**src/hdl/dma_cfg_pkg.sv**
```systemverilog
`default_nettype none

package dma_cfg_pkg;

  // Data path widths
  localparam int DATA_W = 32;
  localparam int ADDR_W = 64;
  localparam int SIZE_W = 24;
  localparam int CTRL_W = 32;

  // Control word
  localparam int BIT_CFG_ENABLE  = 0;
  localparam int BIT_CFG_SRC_INC = 1;
  localparam int BIT_CFG_SRC_DEC = 2;
  localparam int BIT_CFG_INT_EN  = 3;

  // Start command index
  localparam int BIT_CFG_IP_BOT  = 4;
  localparam int BIT_CFG_IP_TOP  = 6;

  // Status word
  localparam int BIT_STS_BUSY    = 0;
  localparam int BIT_STS_FIN     = 1;

endpackage

`default_nettype wire

```
**src/hdl/dma_cmd_pkg.sv**
```systemverilog
`default_nettype none

package dma_cmd_pkg;

  // Command table geometry
  localparam int CMD_DEPTH = 8;
  localparam int IP_W      = 3;
  localparam int COUNT_W   = 32;
  localparam int FLAGS_W   = 16;

  // Command flags
  localparam int BIT_CMD_DEST_INC = 0;
  localparam int BIT_CMD_DEST_DEC = 1;
  // Reload addresses when a new command starts
  localparam int BIT_CMD_DEST_RST = 2;
  localparam int BIT_CMD_SRC_RST  = 3;
  localparam int BIT_CMD_CONTINUE = 4;
  // Zero fill of the last sink block
  localparam int BIT_CMD_QUANTUM  = 5;

  typedef enum logic [3:0] {
    IDLE          = 4'h0,
    SETUP_CHANNEL = 4'h1,
    SETUP_COMMAND = 4'h2,
    ACTIVE        = 4'h3,
    END_COMMAND   = 4'h4,
    FLUSH         = 4'h5,
    FINISHED      = 4'h6
  } dma_state_e;

endpackage

`default_nettype wire

```
**src/hdl/dma_cmd_decode.sv**
```systemverilog
`default_nettype none

module dma_cmd_decode (
  input  logic                              clk,
  input  logic                              rst,
  input  logic                              i_cmd_wr,
  input  logic [dma_cmd_pkg::IP_W-1:0]      i_cmd_idx,
  input  logic [dma_cfg_pkg::ADDR_W-1:0]    i_cmd_src_addr,
  input  logic [dma_cfg_pkg::ADDR_W-1:0]    i_cmd_dest_addr,
  input  logic [dma_cmd_pkg::COUNT_W-1:0]   i_cmd_count,
  input  logic [dma_cmd_pkg::FLAGS_W-1:0]   i_cmd_flags,
  input  logic [dma_cmd_pkg::IP_W-1:0]      i_cmd_next,
  input  logic [dma_cfg_pkg::CTRL_W-1:0]    i_control,
  input  logic [dma_cmd_pkg::IP_W-1:0]      i_ip,
  output logic                              o_enable,
  output logic                              o_src_inc,
  output logic                              o_src_dec,
  output logic                              o_int_en,
  output logic [dma_cmd_pkg::IP_W-1:0]      o_start_ip,
  output logic [dma_cfg_pkg::ADDR_W-1:0]    o_src_addr,
  output logic [dma_cfg_pkg::ADDR_W-1:0]    o_dest_addr,
  output logic [dma_cmd_pkg::COUNT_W-1:0]   o_count,
  output logic [dma_cmd_pkg::IP_W-1:0]      o_next,
  output logic                              o_dest_inc,
  output logic                              o_dest_dec,
  output logic                              o_dest_rst,
  output logic                              o_src_rst,
  output logic                              o_continue,
  output logic                              o_quantum
);

  import dma_cfg_pkg::*;
  import dma_cmd_pkg::*;

  logic [ADDR_W-1:0]  src_tbl   [CMD_DEPTH];
  logic [ADDR_W-1:0]  dest_tbl  [CMD_DEPTH];
  logic [COUNT_W-1:0] count_tbl [CMD_DEPTH];
  logic [FLAGS_W-1:0] flags_tbl [CMD_DEPTH];
  logic [IP_W-1:0]    next_tbl  [CMD_DEPTH];
  logic [FLAGS_W-1:0] flags;

  // Host writes one entry per strobe
  always_ff @(posedge clk) begin
    if (rst) begin
      for (int i = 0; i < CMD_DEPTH; i++) begin
        src_tbl[i]   <= '0;
        dest_tbl[i]  <= '0;
        count_tbl[i] <= '0;
        flags_tbl[i] <= '0;
        next_tbl[i]  <= '0;
      end
    end else if (i_cmd_wr) begin
      src_tbl[i_cmd_idx]   <= i_cmd_src_addr;
      dest_tbl[i_cmd_idx]  <= i_cmd_dest_addr;
      count_tbl[i_cmd_idx] <= i_cmd_count;
      flags_tbl[i_cmd_idx] <= i_cmd_flags;
      next_tbl[i_cmd_idx]  <= i_cmd_next;
    end
  end

  // Current command
  assign o_src_addr  = src_tbl[i_ip];
  assign o_dest_addr = dest_tbl[i_ip];
  assign o_count     = count_tbl[i_ip];
  assign o_next      = next_tbl[i_ip];
  assign flags       = flags_tbl[i_ip];

  assign o_dest_inc  = flags[BIT_CMD_DEST_INC];
  assign o_dest_dec  = flags[BIT_CMD_DEST_DEC];
  assign o_dest_rst  = flags[BIT_CMD_DEST_RST];
  assign o_src_rst   = flags[BIT_CMD_SRC_RST];
  assign o_continue  = flags[BIT_CMD_CONTINUE];
  assign o_quantum   = flags[BIT_CMD_QUANTUM];

  // Control word fields
  assign o_enable    = i_control[BIT_CFG_ENABLE];
  assign o_src_inc   = i_control[BIT_CFG_SRC_INC];
  assign o_src_dec   = i_control[BIT_CFG_SRC_DEC];
  assign o_int_en    = i_control[BIT_CFG_INT_EN];
  assign o_start_ip  = i_control[BIT_CFG_IP_TOP:BIT_CFG_IP_BOT];

endmodule

`default_nettype wire

```
**src/hdl/dma_xfer_engine.sv**
```systemverilog
`default_nettype none

module dma_xfer_engine (
  input  logic                              clk,
  input  logic                              rst,
  input  logic                              i_enable,
  input  logic                              i_src_inc,
  input  logic                              i_src_dec,
  input  logic [dma_cmd_pkg::IP_W-1:0]      i_start_ip,
  input  logic [dma_cfg_pkg::ADDR_W-1:0]    i_src_addr,
  input  logic [dma_cfg_pkg::ADDR_W-1:0]    i_dest_addr,
  input  logic [dma_cmd_pkg::COUNT_W-1:0]   i_count,
  input  logic [dma_cmd_pkg::IP_W-1:0]      i_next,
  input  logic                              i_dest_inc,
  input  logic                              i_dest_dec,
  input  logic                              i_dest_rst,
  input  logic                              i_src_rst,
  input  logic                              i_continue,
  input  logic                              i_quantum,
  input  logic                              i_src_ready,
  input  logic [dma_cfg_pkg::SIZE_W-1:0]    i_src_size,
  input  logic [dma_cfg_pkg::DATA_W-1:0]    i_src_data,
  input  logic                              i_snk_ready,
  input  logic [dma_cfg_pkg::SIZE_W-1:0]    i_snk_size,
  output logic [dma_cmd_pkg::IP_W-1:0]      o_ip,
  output logic                              o_src_activate,
  output logic                              o_src_strobe,
  output logic [dma_cfg_pkg::ADDR_W-1:0]    o_src_address,
  output logic                              o_src_flush,
  output logic                              o_snk_activate,
  output logic                              o_snk_strobe,
  output logic [dma_cfg_pkg::DATA_W-1:0]    o_snk_data,
  output logic [dma_cfg_pkg::ADDR_W-1:0]    o_snk_address,
  output logic                              o_snk_flush,
  output logic                              o_busy,
  output logic                              o_start,
  output logic                              o_word,
  output logic                              o_done
);

  import dma_cfg_pkg::*;
  import dma_cmd_pkg::*;

  dma_state_e         state;
  logic [ADDR_W-1:0]  cur_src;
  logic [ADDR_W-1:0]  cur_dest;
  logic [COUNT_W-1:0] chan_cnt;
  logic [SIZE_W-1:0]  src_cnt;
  logic [SIZE_W-1:0]  snk_cnt;
  // Source word popped this cycle goes to the sink
  logic               fwd;
  logic               run;
  logic               issue;
  logic               drain;
  logic               pad;
  logic               src_close;
  logic               snk_close;

  assign run         = (state == ACTIVE) && i_enable;
  assign o_busy      = (state != IDLE);
  assign o_src_flush = (state == FLUSH);
  assign o_snk_flush = (state == FLUSH);

  always_comb begin
    issue     = 1'b0;
    drain     = 1'b0;
    pad       = 1'b0;
    snk_close = 1'b0;
    src_close = (run || state == FLUSH) && o_src_activate && (src_cnt >= i_src_size);
    case (state)
      ACTIVE: begin
        issue     = run && o_src_activate && o_snk_activate &&
                    (src_cnt < i_src_size) && (snk_cnt < i_snk_size) &&
                    (chan_cnt < i_count);
        snk_close = run && !fwd && o_snk_activate && (snk_cnt >= i_snk_size);
      end
      END_COMMAND: begin
        // Partly filled sink block closes unless it waits for padding
        snk_close = !i_quantum && o_snk_activate && (snk_cnt != '0);
      end
      FLUSH: begin
        drain     = o_src_activate && (src_cnt < i_src_size);
        pad       = !fwd && i_quantum && o_snk_activate && (snk_cnt < i_snk_size);
        snk_close = !fwd && o_snk_activate && (!i_quantum || snk_cnt >= i_snk_size);
      end
      default: begin
      end
    endcase
  end

  always_ff @(posedge clk) begin
    if (rst) begin
      state          <= IDLE;
      o_ip           <= '0;
      o_src_activate <= 1'b0;
      o_src_strobe   <= 1'b0;
      o_snk_activate <= 1'b0;
      o_snk_strobe   <= 1'b0;
      o_start        <= 1'b0;
      o_word         <= 1'b0;
      o_done         <= 1'b0;
      fwd            <= 1'b0;
      chan_cnt       <= '0;
      src_cnt        <= '0;
      snk_cnt        <= '0;
    end else begin
      o_start      <= 1'b0;
      o_done       <= 1'b0;
      o_src_strobe <= issue || drain;
      fwd          <= issue;
      o_snk_strobe <= fwd || pad;
      o_word       <= fwd;

      if (issue || drain) begin
        src_cnt <= src_cnt + 1'b1;
      end
      // Sink slot is reserved when the source word is requested
      if (issue || pad) begin
        snk_cnt <= snk_cnt + 1'b1;
      end
      if (issue) begin
        chan_cnt <= chan_cnt + 1'b1;
      end
      if (src_close) begin
        o_src_activate <= 1'b0;
      end
      if (snk_close) begin
        o_snk_activate <= 1'b0;
      end
      if (run && !o_src_activate && i_src_ready) begin
        o_src_activate <= 1'b1;
        src_cnt        <= '0;
      end
      if (run && !o_snk_activate && i_snk_ready) begin
        o_snk_activate <= 1'b1;
        snk_cnt        <= '0;
      end

      case (state)
        IDLE: begin
          if (i_enable) begin
            state   <= SETUP_CHANNEL;
            o_ip    <= i_start_ip;
            o_start <= 1'b1;
          end
        end
        SETUP_CHANNEL: state <= SETUP_COMMAND;
        SETUP_COMMAND: begin
          chan_cnt <= '0;
          state    <= ACTIVE;
        end
        ACTIVE: begin
          if (!i_enable) begin
            state <= FLUSH;
          end else if ((chan_cnt >= i_count) && !fwd) begin
            state <= END_COMMAND;
          end
        end
        END_COMMAND: begin
          if (i_continue) begin
            o_ip  <= i_next;
            state <= SETUP_COMMAND;
          end else begin
            state <= FLUSH;
          end
        end
        FLUSH: begin
          if (!o_src_activate && !o_snk_activate && !fwd) begin
            state  <= FINISHED;
            o_done <= 1'b1;
          end
        end
        FINISHED: begin
          // Held until the host drops enable
          if (!i_enable) begin
            state <= IDLE;
          end
        end
        default: state <= IDLE;
      endcase
    end
  end

  // Running addresses and sink data
  always_ff @(posedge clk) begin
    if (fwd) begin
      o_snk_data <= i_src_data;
      if (i_dest_inc) begin
        cur_dest <= cur_dest + 1'b1;
      end else if (i_dest_dec) begin
        cur_dest <= cur_dest - 1'b1;
      end
    end else if (pad) begin
      o_snk_data <= '0;
    end
    if (issue) begin
      if (i_src_inc) begin
        cur_src <= cur_src + 1'b1;
      end else if (i_src_dec) begin
        cur_src <= cur_src - 1'b1;
      end
    end
    if (src_close) begin
      o_src_address <= cur_src;
    end
    if (snk_close) begin
      o_snk_address <= cur_dest;
    end
    if ((state == SETUP_CHANNEL) || (state == SETUP_COMMAND && i_src_rst)) begin
      cur_src       <= i_src_addr;
      o_src_address <= i_src_addr;
    end
    if ((state == SETUP_CHANNEL) || (state == SETUP_COMMAND && i_dest_rst)) begin
      cur_dest      <= i_dest_addr;
      o_snk_address <= i_dest_addr;
    end
  end

endmodule

`default_nettype wire

```
**src/hdl/dma_status.sv**
```systemverilog
`default_nettype none

module dma_status (
  input  logic                              clk,
  input  logic                              rst,
  input  logic                              i_busy,
  input  logic                              i_start,
  input  logic                              i_word,
  input  logic                              i_done,
  input  logic                              i_int_en,
  output logic [dma_cfg_pkg::CTRL_W-1:0]    o_status,
  output logic [dma_cfg_pkg::CTRL_W-1:0]    o_word_count,
  output logic                              o_interrupt
);

  import dma_cfg_pkg::*;

  logic fin;

  always_ff @(posedge clk) begin
    if (rst) begin
      fin          <= 1'b0;
      o_word_count <= '0;
      o_interrupt  <= 1'b0;
    end else begin
      o_interrupt <= i_done && i_int_en;
      // New run starts from a clean count
      if (i_start) begin
        fin          <= 1'b0;
        o_word_count <= '0;
      end else begin
        if (i_done) begin
          fin <= 1'b1;
        end
        if (i_word) begin
          o_word_count <= o_word_count + 1'b1;
        end
      end
    end
  end

  always_comb begin
    o_status               = '0;
    o_status[BIT_STS_BUSY] = i_busy;
    o_status[BIT_STS_FIN]  = fin;
  end

endmodule

`default_nettype wire

```
**src/hdl/dma_top.sv**
```systemverilog
`default_nettype none

module dma_top (
  input  logic                              clk,
  input  logic                              rst,
  input  logic                              i_cmd_wr,
  input  logic [dma_cmd_pkg::IP_W-1:0]      i_cmd_idx,
  input  logic [dma_cfg_pkg::ADDR_W-1:0]    i_cmd_src_addr,
  input  logic [dma_cfg_pkg::ADDR_W-1:0]    i_cmd_dest_addr,
  input  logic [dma_cmd_pkg::COUNT_W-1:0]   i_cmd_count,
  input  logic [dma_cmd_pkg::FLAGS_W-1:0]   i_cmd_flags,
  input  logic [dma_cmd_pkg::IP_W-1:0]      i_cmd_next,
  input  logic [dma_cfg_pkg::CTRL_W-1:0]    i_control,
  output logic [dma_cfg_pkg::CTRL_W-1:0]    o_status,
  output logic [dma_cfg_pkg::CTRL_W-1:0]    o_word_count,
  output logic                              o_interrupt,
  input  logic                              i_src_ready,
  input  logic [dma_cfg_pkg::SIZE_W-1:0]    i_src_size,
  input  logic [dma_cfg_pkg::DATA_W-1:0]    i_src_data,
  output logic                              o_src_activate,
  output logic                              o_src_strobe,
  output logic [dma_cfg_pkg::ADDR_W-1:0]    o_src_address,
  output logic                              o_src_flush,
  input  logic                              i_snk_ready,
  input  logic [dma_cfg_pkg::SIZE_W-1:0]    i_snk_size,
  output logic                              o_snk_activate,
  output logic                              o_snk_strobe,
  output logic [dma_cfg_pkg::DATA_W-1:0]    o_snk_data,
  output logic [dma_cfg_pkg::ADDR_W-1:0]    o_snk_address,
  output logic                              o_snk_flush
);

  import dma_cfg_pkg::*;
  import dma_cmd_pkg::*;

  logic               enable;
  logic               src_inc;
  logic               src_dec;
  logic               int_en;
  logic [IP_W-1:0]    start_ip;
  logic [IP_W-1:0]    ip;
  logic [ADDR_W-1:0]  src_addr;
  logic [ADDR_W-1:0]  dest_addr;
  logic [COUNT_W-1:0] count;
  logic [IP_W-1:0]    next;
  logic               dest_inc;
  logic               dest_dec;
  logic               dest_rst;
  logic               src_rst;
  logic               cont;
  logic               quantum;
  logic               busy;
  logic               start;
  logic               word;
  logic               done;

  dma_cmd_decode decode (
    .clk             (clk),
    .rst             (rst),
    .i_cmd_wr        (i_cmd_wr),
    .i_cmd_idx       (i_cmd_idx),
    .i_cmd_src_addr  (i_cmd_src_addr),
    .i_cmd_dest_addr (i_cmd_dest_addr),
    .i_cmd_count     (i_cmd_count),
    .i_cmd_flags     (i_cmd_flags),
    .i_cmd_next      (i_cmd_next),
    .i_control       (i_control),
    .i_ip            (ip),
    .o_enable        (enable),
    .o_src_inc       (src_inc),
    .o_src_dec       (src_dec),
    .o_int_en        (int_en),
    .o_start_ip      (start_ip),
    .o_src_addr      (src_addr),
    .o_dest_addr     (dest_addr),
    .o_count         (count),
    .o_next          (next),
    .o_dest_inc      (dest_inc),
    .o_dest_dec      (dest_dec),
    .o_dest_rst      (dest_rst),
    .o_src_rst       (src_rst),
    .o_continue      (cont),
    .o_quantum       (quantum)
  );

  dma_xfer_engine execute (
    .clk             (clk),
    .rst             (rst),
    .i_enable        (enable),
    .i_src_inc       (src_inc),
    .i_src_dec       (src_dec),
    .i_start_ip      (start_ip),
    .i_src_addr      (src_addr),
    .i_dest_addr     (dest_addr),
    .i_count         (count),
    .i_next          (next),
    .i_dest_inc      (dest_inc),
    .i_dest_dec      (dest_dec),
    .i_dest_rst      (dest_rst),
    .i_src_rst       (src_rst),
    .i_continue      (cont),
    .i_quantum       (quantum),
    .i_src_ready     (i_src_ready),
    .i_src_size      (i_src_size),
    .i_src_data      (i_src_data),
    .i_snk_ready     (i_snk_ready),
    .i_snk_size      (i_snk_size),
    .o_ip            (ip),
    .o_src_activate  (o_src_activate),
    .o_src_strobe    (o_src_strobe),
    .o_src_address   (o_src_address),
    .o_src_flush     (o_src_flush),
    .o_snk_activate  (o_snk_activate),
    .o_snk_strobe    (o_snk_strobe),
    .o_snk_data      (o_snk_data),
    .o_snk_address   (o_snk_address),
    .o_snk_flush     (o_snk_flush),
    .o_busy          (busy),
    .o_start         (start),
    .o_word          (word),
    .o_done          (done)
  );

  dma_status result (
    .clk             (clk),
    .rst             (rst),
    .i_busy          (busy),
    .i_start         (start),
    .i_word          (word),
    .i_done          (done),
    .i_int_en        (int_en),
    .o_status        (o_status),
    .o_word_count    (o_word_count),
    .o_interrupt     (o_interrupt)
  );

endmodule

`default_nettype wire

```
**config.mk**
```make
export PLATFORM = sky130hd
export DESIGN_NAME = dma_top
export DESIGN_NICKNAME = d
export VERILOG_FILES = /design/src/hdl/dma_cfg_pkg.sv /design/src/hdl/dma_cmd_pkg.sv /design/src/hdl/dma_cmd_decode.sv /design/src/hdl/dma_xfer_engine.sv /design/src/hdl/dma_status.sv /design/src/hdl/dma_top.sv
export SDC_FILE = /design/constraint.sdc
export NUM_CORES = 2
export LEC_CHECK = 0
export BUFFER_PORTS_ARGS = -buffer_cell sky130_fd_sc_hd__buf_2
export CORE_ASPECT_RATIO = 1.4
export CORE_MARGIN = 4
export CORE_UTILIZATION = 45
export CTS_CLUSTER_SIZE = 30
export DETAILED_ROUTE_END_ITERATION = 8
export PLACE_DENSITY = 0.66
export SLEW_MARGIN = 20
export SYNTH_ARGS = -nofsm -noshare
export SYNTH_HDL_FRONTEND = slang
export SYNTH_HIERARCHICAL = 1
export SYNTH_SLANG_ARGS = --single-unit
```
**constraint.sdc**
```tcl
create_clock -name clk -period 12.65 [get_ports clk]
set_input_delay 2.53 -clock clk [delete_from_list [all_inputs] [get_ports clk]]
set_output_delay 2.53 -clock clk [all_outputs]
set_load 0.005 [all_outputs]
```
Word-level counts from Yosys, hierarchy flattened
Memories as Yosys holds them, arrays and structs flattened. A register that Yosys moved wholly into a read port is not among the register bits.
Index checks and enable logic that the tools add are counted.

word-level totals
  flip-flop bits (word level) = 417
  bits in writable memories = 1432
  bits of input ports = 299
  output and inout port bits = 231
  memories = 5

memory list
  name              depth  width  rd ports  clocked after Yosys merged registers in  wr ports  RTL line              text
  decode.dest_tbl   8      64     1         1                                        8         dma_cmd_decode.sv:36  logic [ADDR_W-1:0] dest_tbl [CMD_DEPTH];
  decode.src_tbl    8      64     1         1                                        8         dma_cmd_decode.sv:35  logic [ADDR_W-1:0] src_tbl [CMD_DEPTH];
  decode.count_tbl  8      32     1         1                                        8         dma_cmd_decode.sv:37  logic [COUNT_W-1:0] count_tbl [CMD_DEPTH];
  decode.flags_tbl  8      16     1         1                                        8         dma_cmd_decode.sv:38  logic [FLAGS_W-1:0] flags_tbl [CMD_DEPTH];
  decode.next_tbl   8      3      1         1                                        8         dma_cmd_decode.sv:39  logic [IP_W-1:0] next_tbl [CMD_DEPTH];

cells by class
  add/subtract/negate cells = 8
  magnitude comparators = 6
  equal/unequal tests = 11
  muxes and demuxes = 64
  bitwise gates (word level) = 2
  reductions and logical operators = 68

operators by type and width
  operator                                                                count
  64-bit 2-to-1 mux                                                       14
  64-bit by 1-bit adder with 64-bit output (second input constant)        2
  64-bit OR reduction                                                     2
  64-bit by 1-bit subtractor with 64-bit output (second input constant)   2
  32-bit 2-to-1 mux                                                       3
  32-bit by 1-bit adder with 32-bit output (second input constant)        2
  3-bit 2-to-1 mux                                                        19
  24-bit by 1-bit adder with 24-bit output (second input constant)        2
  24-bit >= comparator                                                    2
  24-bit less-than comparator                                             2
  32-bit >= comparator                                                    1
  32-bit less-than comparator                                             1
  32-bit OR reduction                                                     1
  1-bit logical AND                                                       29
  4-bit one-hot mux with 7 select lines                                   1
  24-bit nonzero test                                                     1
  4-bit 2-to-1 mux                                                        5
  1-bit 2-to-1 mux                                                        19
  16-bit 2-to-1 mux                                                       1
  2-bit nonzero test                                                      8
  16-bit OR reduction                                                     1
  4-bit by 3-bit equality test with 1-bit output (second input constant)  3
  2-bit OR reduction                                                      6
  4-bit by 2-bit equality test with 1-bit output (second input constant)  2
  other kinds (16)                                                        30

Depth between registers and ports, before layout
  depth in word-level cells = 10
  depth in mapped cells = 20
  gate-level depth less buffers = 14

Hierarchy
The synthesis kept the hierarchy.

modules (own cells, without submodules)
  module           instances  cells each  area each (sq um)  seq. area each (sq um)
  dma_cmd_decode   1          3798        60040.1            40598.9
  dma_xfer_engine  1          2890        25634.6            10530.1
  dma_status       1          212         1854.3             680.7

Worst setup path before layout
No wires, ideal clock.

  path kind = input to register
  start = in i_cmd_idx[0] in the netlist's numbering
  end = mem decode.count_tbl[4][0] (enable)
  library setup time = 0.733 ns
  data arrival time = 11.253 ns
  required time = 11.917 ns
  setup slack = 0.664 ns
  stages = 6
  path buffers = 4
  path through = or3b_1 -> clkbuf_1 -> buf_2 -> buf_6 -> buf_2 -> o21bai_1

RTL lines
  element          RTL line              text
  start, declared  dma_top.sv:7          input logic [dma_cmd_pkg::IP_W-1:0] i_cmd_idx,
  end, declared    dma_cmd_decode.sv:37

==> results.py <==
metrics = {
    "worst_setup_path": {
        "cp-start-kind": "flip-flop",
        "worstSetupStartpoint": "execute/o_ip[0]",
        "r2r-start": "execute/o_ip[0]",
        "required_ps": 13210,
        "ff2ff_setup_slack_ps": 5640,
        "rr_worst_depth": 16,
        "worstPathArrival_ps": 7570,
        "crit_end": "execute/cur_dest[60]",
        "criticalPathCategory": "flip-flop to flip-flop",
        "r2r_end": "execute/cur_dest[60]",
        "path_max_fanout": 63,
        "end_kind": "flip-flop",
    },
    "global_routing": {
        "track_usage_pct": 23.28,
        "use_met2_pct": 39.60,
        "grt_pass1_wl_mm": 362.8,
        "top_usage_layer": "met2",
        "use_met1_pct": 30.66,
        "grt_pass1_vias": 58980,
        "grt_max_degree": 187,
        "overflow": 0,
        "antenna_found_initial": 36,
        "met3_usage_pct": 4.052,
    },
    "power": {
        "switching_share_pct": 31.33,
        "pwr_density_cell_nw_per_um2": 180.1,
        "clock_power_share_pct": 29.2,
        "seqPwrFrac_pct": 43.3,
        "combPwrFrac_pct": 27.5,
        "intPower_uw": 11970,
        "p_leak_uw": 0.03335,
        "p_sw_uw": 5460,
        "ir_worst_vdd_mv": 0.1138,
    },
    "die": {
        "initial_core_util_pct": 45.22,
        "dieWidth_um": 380.7,
        "die_h_um": 529.8,
        "dieArea_um2": 201700,
        "io_pins": 530,
        "core_um2": 193600,
        "rows": 191,
    },
    "yosys": {
        "synthTopCellsByCount": "edfxtp_1 (1,640), nor3_1 (1,392), nand2_1 (608)",
        "ys_async_sr_fraction_pct": 0,
        "yosysWarnings": 6,
        "yosysSeqAreaShare_pct": 59.19,
        "synth_top_cell_by_area": "edfxtp_1",
        "avgSynthCellArea_um2": 12.69,
        "synth-main-ff-cell": "edfxtp_1",
        "yosysMostFrequentCell": "edfxtp_1",
        "yosysUniqueCellTypes": 99,
        "ys_seq_elements": 1768,
        "yosysTopAreaCellShare_pct": 56.26,
        "synth.area.top_cells": "edfxtp_1 (56%), nor3_1 (8.0%), mux4_2 (5.9%)",
        "syn_inst": 6900,
        "netlist_area_um2": 87530,
        "synth_edf_count": 1640,
    },
    "detailed_routing": {
        "ant_nets": 0,
        "firstDrtPassIters": 6,
        "route.vias.total": 59030,
        "drc_errors": 0,
        "wl_mm": 241.0,
        "avgRoutedWirePerCell_um": 24.73,
        "drt_iter0_drc": 5874,
        "via_per_inst": 6.058,
    },
    "clocking": {
        "cts_sinks": 1768,
        "post_cts_resized": 0,
        "cts-hold-fix-buffers": 0,
        "cts_tree": "done",
        "cts_setup_buffers": 0,
        "ctsLongestPathBuffers": 4,
        "cts_buffers": 179,
        "clk_pin_slew_ps": 60,
        "insertion_delay_ps": 860,
        "cts_max_level": 4,
        "cts_root_buf": "clkbuf_16",
    },
    "sta": {
        "timing.fmax_mhz": 142.7,
        "finalCritPeriodShare_pct": 55.41,
        "hold_viol_final": 0,
        "rsz0062_at_grt": "false",
        "tightestPinTransition_ps": 1132,
        "period_minus_slack_ps": 7009,
        "clock_skew_ps": 69.73,
        "tns_ps": 0,
        "maxSlewHeadroom_pct": 24.50,
        "slew_viol_final": 0,
        "final-setup-viol-count": 0,
    },
    "place": {
        "portBuffers": 464,
        "gp_congestion": 0.9253,
        "hpwl_mm": 144.1,
    },
    "min_path": {
        "hold_class": "flip-flop to flip-flop",
    },
    "layout": {
        "drive_gt1_share_pct": 17.54,
        "syn2layout_area_growth_pct": 10.56,
        "nets": 7595,
        "fillers": 16780,
        "fin_util_pct": 49.99,
    },
    "run": {
        "cap_violations": 0,
    },
    "outcome": {
        "outcome": "finished, final reports clean",
    },
}
[logic make-up (layout without fill, tap and decap cells)]
logic type      count (synthesis)  in the layout  share of synthesized area, %
compound gates                790            790                         5.745
xor+xnor                      132            132                         1.321
fa+ha+maj                     211            211                         3.033
buf+inv                       888           1178                         4.649
flops                        1768           1768                         59.19
mux                           543            543                         11.75
other cells                     1             46                      0.004284
simple gates                 2567           2567                         14.30
[layout by cell type (no fill, tap or decap), drive strengths merged, types with 73 or more instances in the layout]
master  Yosys  routed
a21o      116     116
a21oi     227     227
buf       201     553
clkbuf    377     219
clkinv    169     237
dfxtp     128     128
edfxtp   1640    1640
ha        209     209
inv       141     149
mux2      169     169
mux4      338     338
nand2     609     609
nand3      95      95
nand4      73      73
nor2      131     131
nor3     1392    1392
o21ai     202     202
xnor2      76      76
[worst min path at each step]
| stage | start | end | slack, ps | depth (start not counted) |
|---|---|---|---|---|
| 6_report | execute/o_done | result/o_interrupt | 430 | 2 |
| 5_1_grt | execute/o_done | result/o_interrupt | 490 | 2 |
| 4_1_cts | execute/o_done | result/o_interrupt | 440 | 2 |
| 3_5_place_dp | execute/o_done | result/o_interrupt | 430 | 2 |
| 3_3_place_gp | execute/o_done | result/o_interrupt | 420 | 2 |
| 2_1_floorplan | execute/o_done | result/o_interrupt | 410 | 2 |
[critical path, cell delays in order, from the launching register on]
cell and delay [ps]:
dfxtp_4 970, buf_6 720, mux4_2 580, mux2_2 380, inv_2 70, buf_4 660
ha_1 420, a211oi_1 340, o211ai_1 190, a21oi_1 290, o21ai_0 250, o211ai_1 420
a21oi_1 250, a31oi_1 520, o311ai_0 250, xnor2_1 180, o21ai_0 90
[flip-flops by register name, summed over array words and instances (netlist names), 32 cells and up]
| signal | count |
|---|---|
| result/o_word_count | 32 |
| decode/src_tbl | 512 |
| execute/o_snk_data | 32 |
| decode/flags_tbl | 48 |
| decode/count_tbl | 256 |
| execute/chan_cnt | 32 |
| decode/dest_tbl | 512 |
| execute/o_snk_address | 64 |
| execute/o_src_address | 64 |
| execute/cur_dest | 64 |
| execute/cur_src | 64 |
[layout make-up]
type                    instances  area, um2  area share, %
well taps                    2509       3139          3.244
diodes                         16      40.04        0.04137
flip-flops and latches       1768      51820          53.55
inverters                     310       1164          1.202
repair buffers                553       3184          3.290
clock inverters                96      815.8         0.8430
multi-input cells            4273      31960          33.03
clock buffers                 219       4649          4.804
[through the flow]
step                std cells  setup WS (ps)  power (uW)  hold WS, ps  cell area, um2
finish                   9744           5641       17430        434.7           96780
global route             9732           5120       18310        488.1           96750
CTS                      9728           5390       17540        438.8           96720
detailed placement       9413           5418       12420        428.1           91260
global placement         9411           5440       12330        423.1           91230
floorplan                6929          664.4       11130        409.6           87640
[routing by layer]
metal / up-vias / wire length (um)
met5: - / 90
met4: 14 / 7149
met3: 429 / 18340
met2: 2248 / 117600
met1: 29630 / 97820
li1: 26710 / -
[power by group through the flow]
stage	logic [uW]	clock network (uW)	registers, uW
floorplan	3460	0	7670
global placement	4690	0	7640
detailed placement	4740	0	7680
CTS	4780	5200	7560
global route	5260	5430	7620
finish	4790	5090	7550
Power figures use the tool's default switching activity.
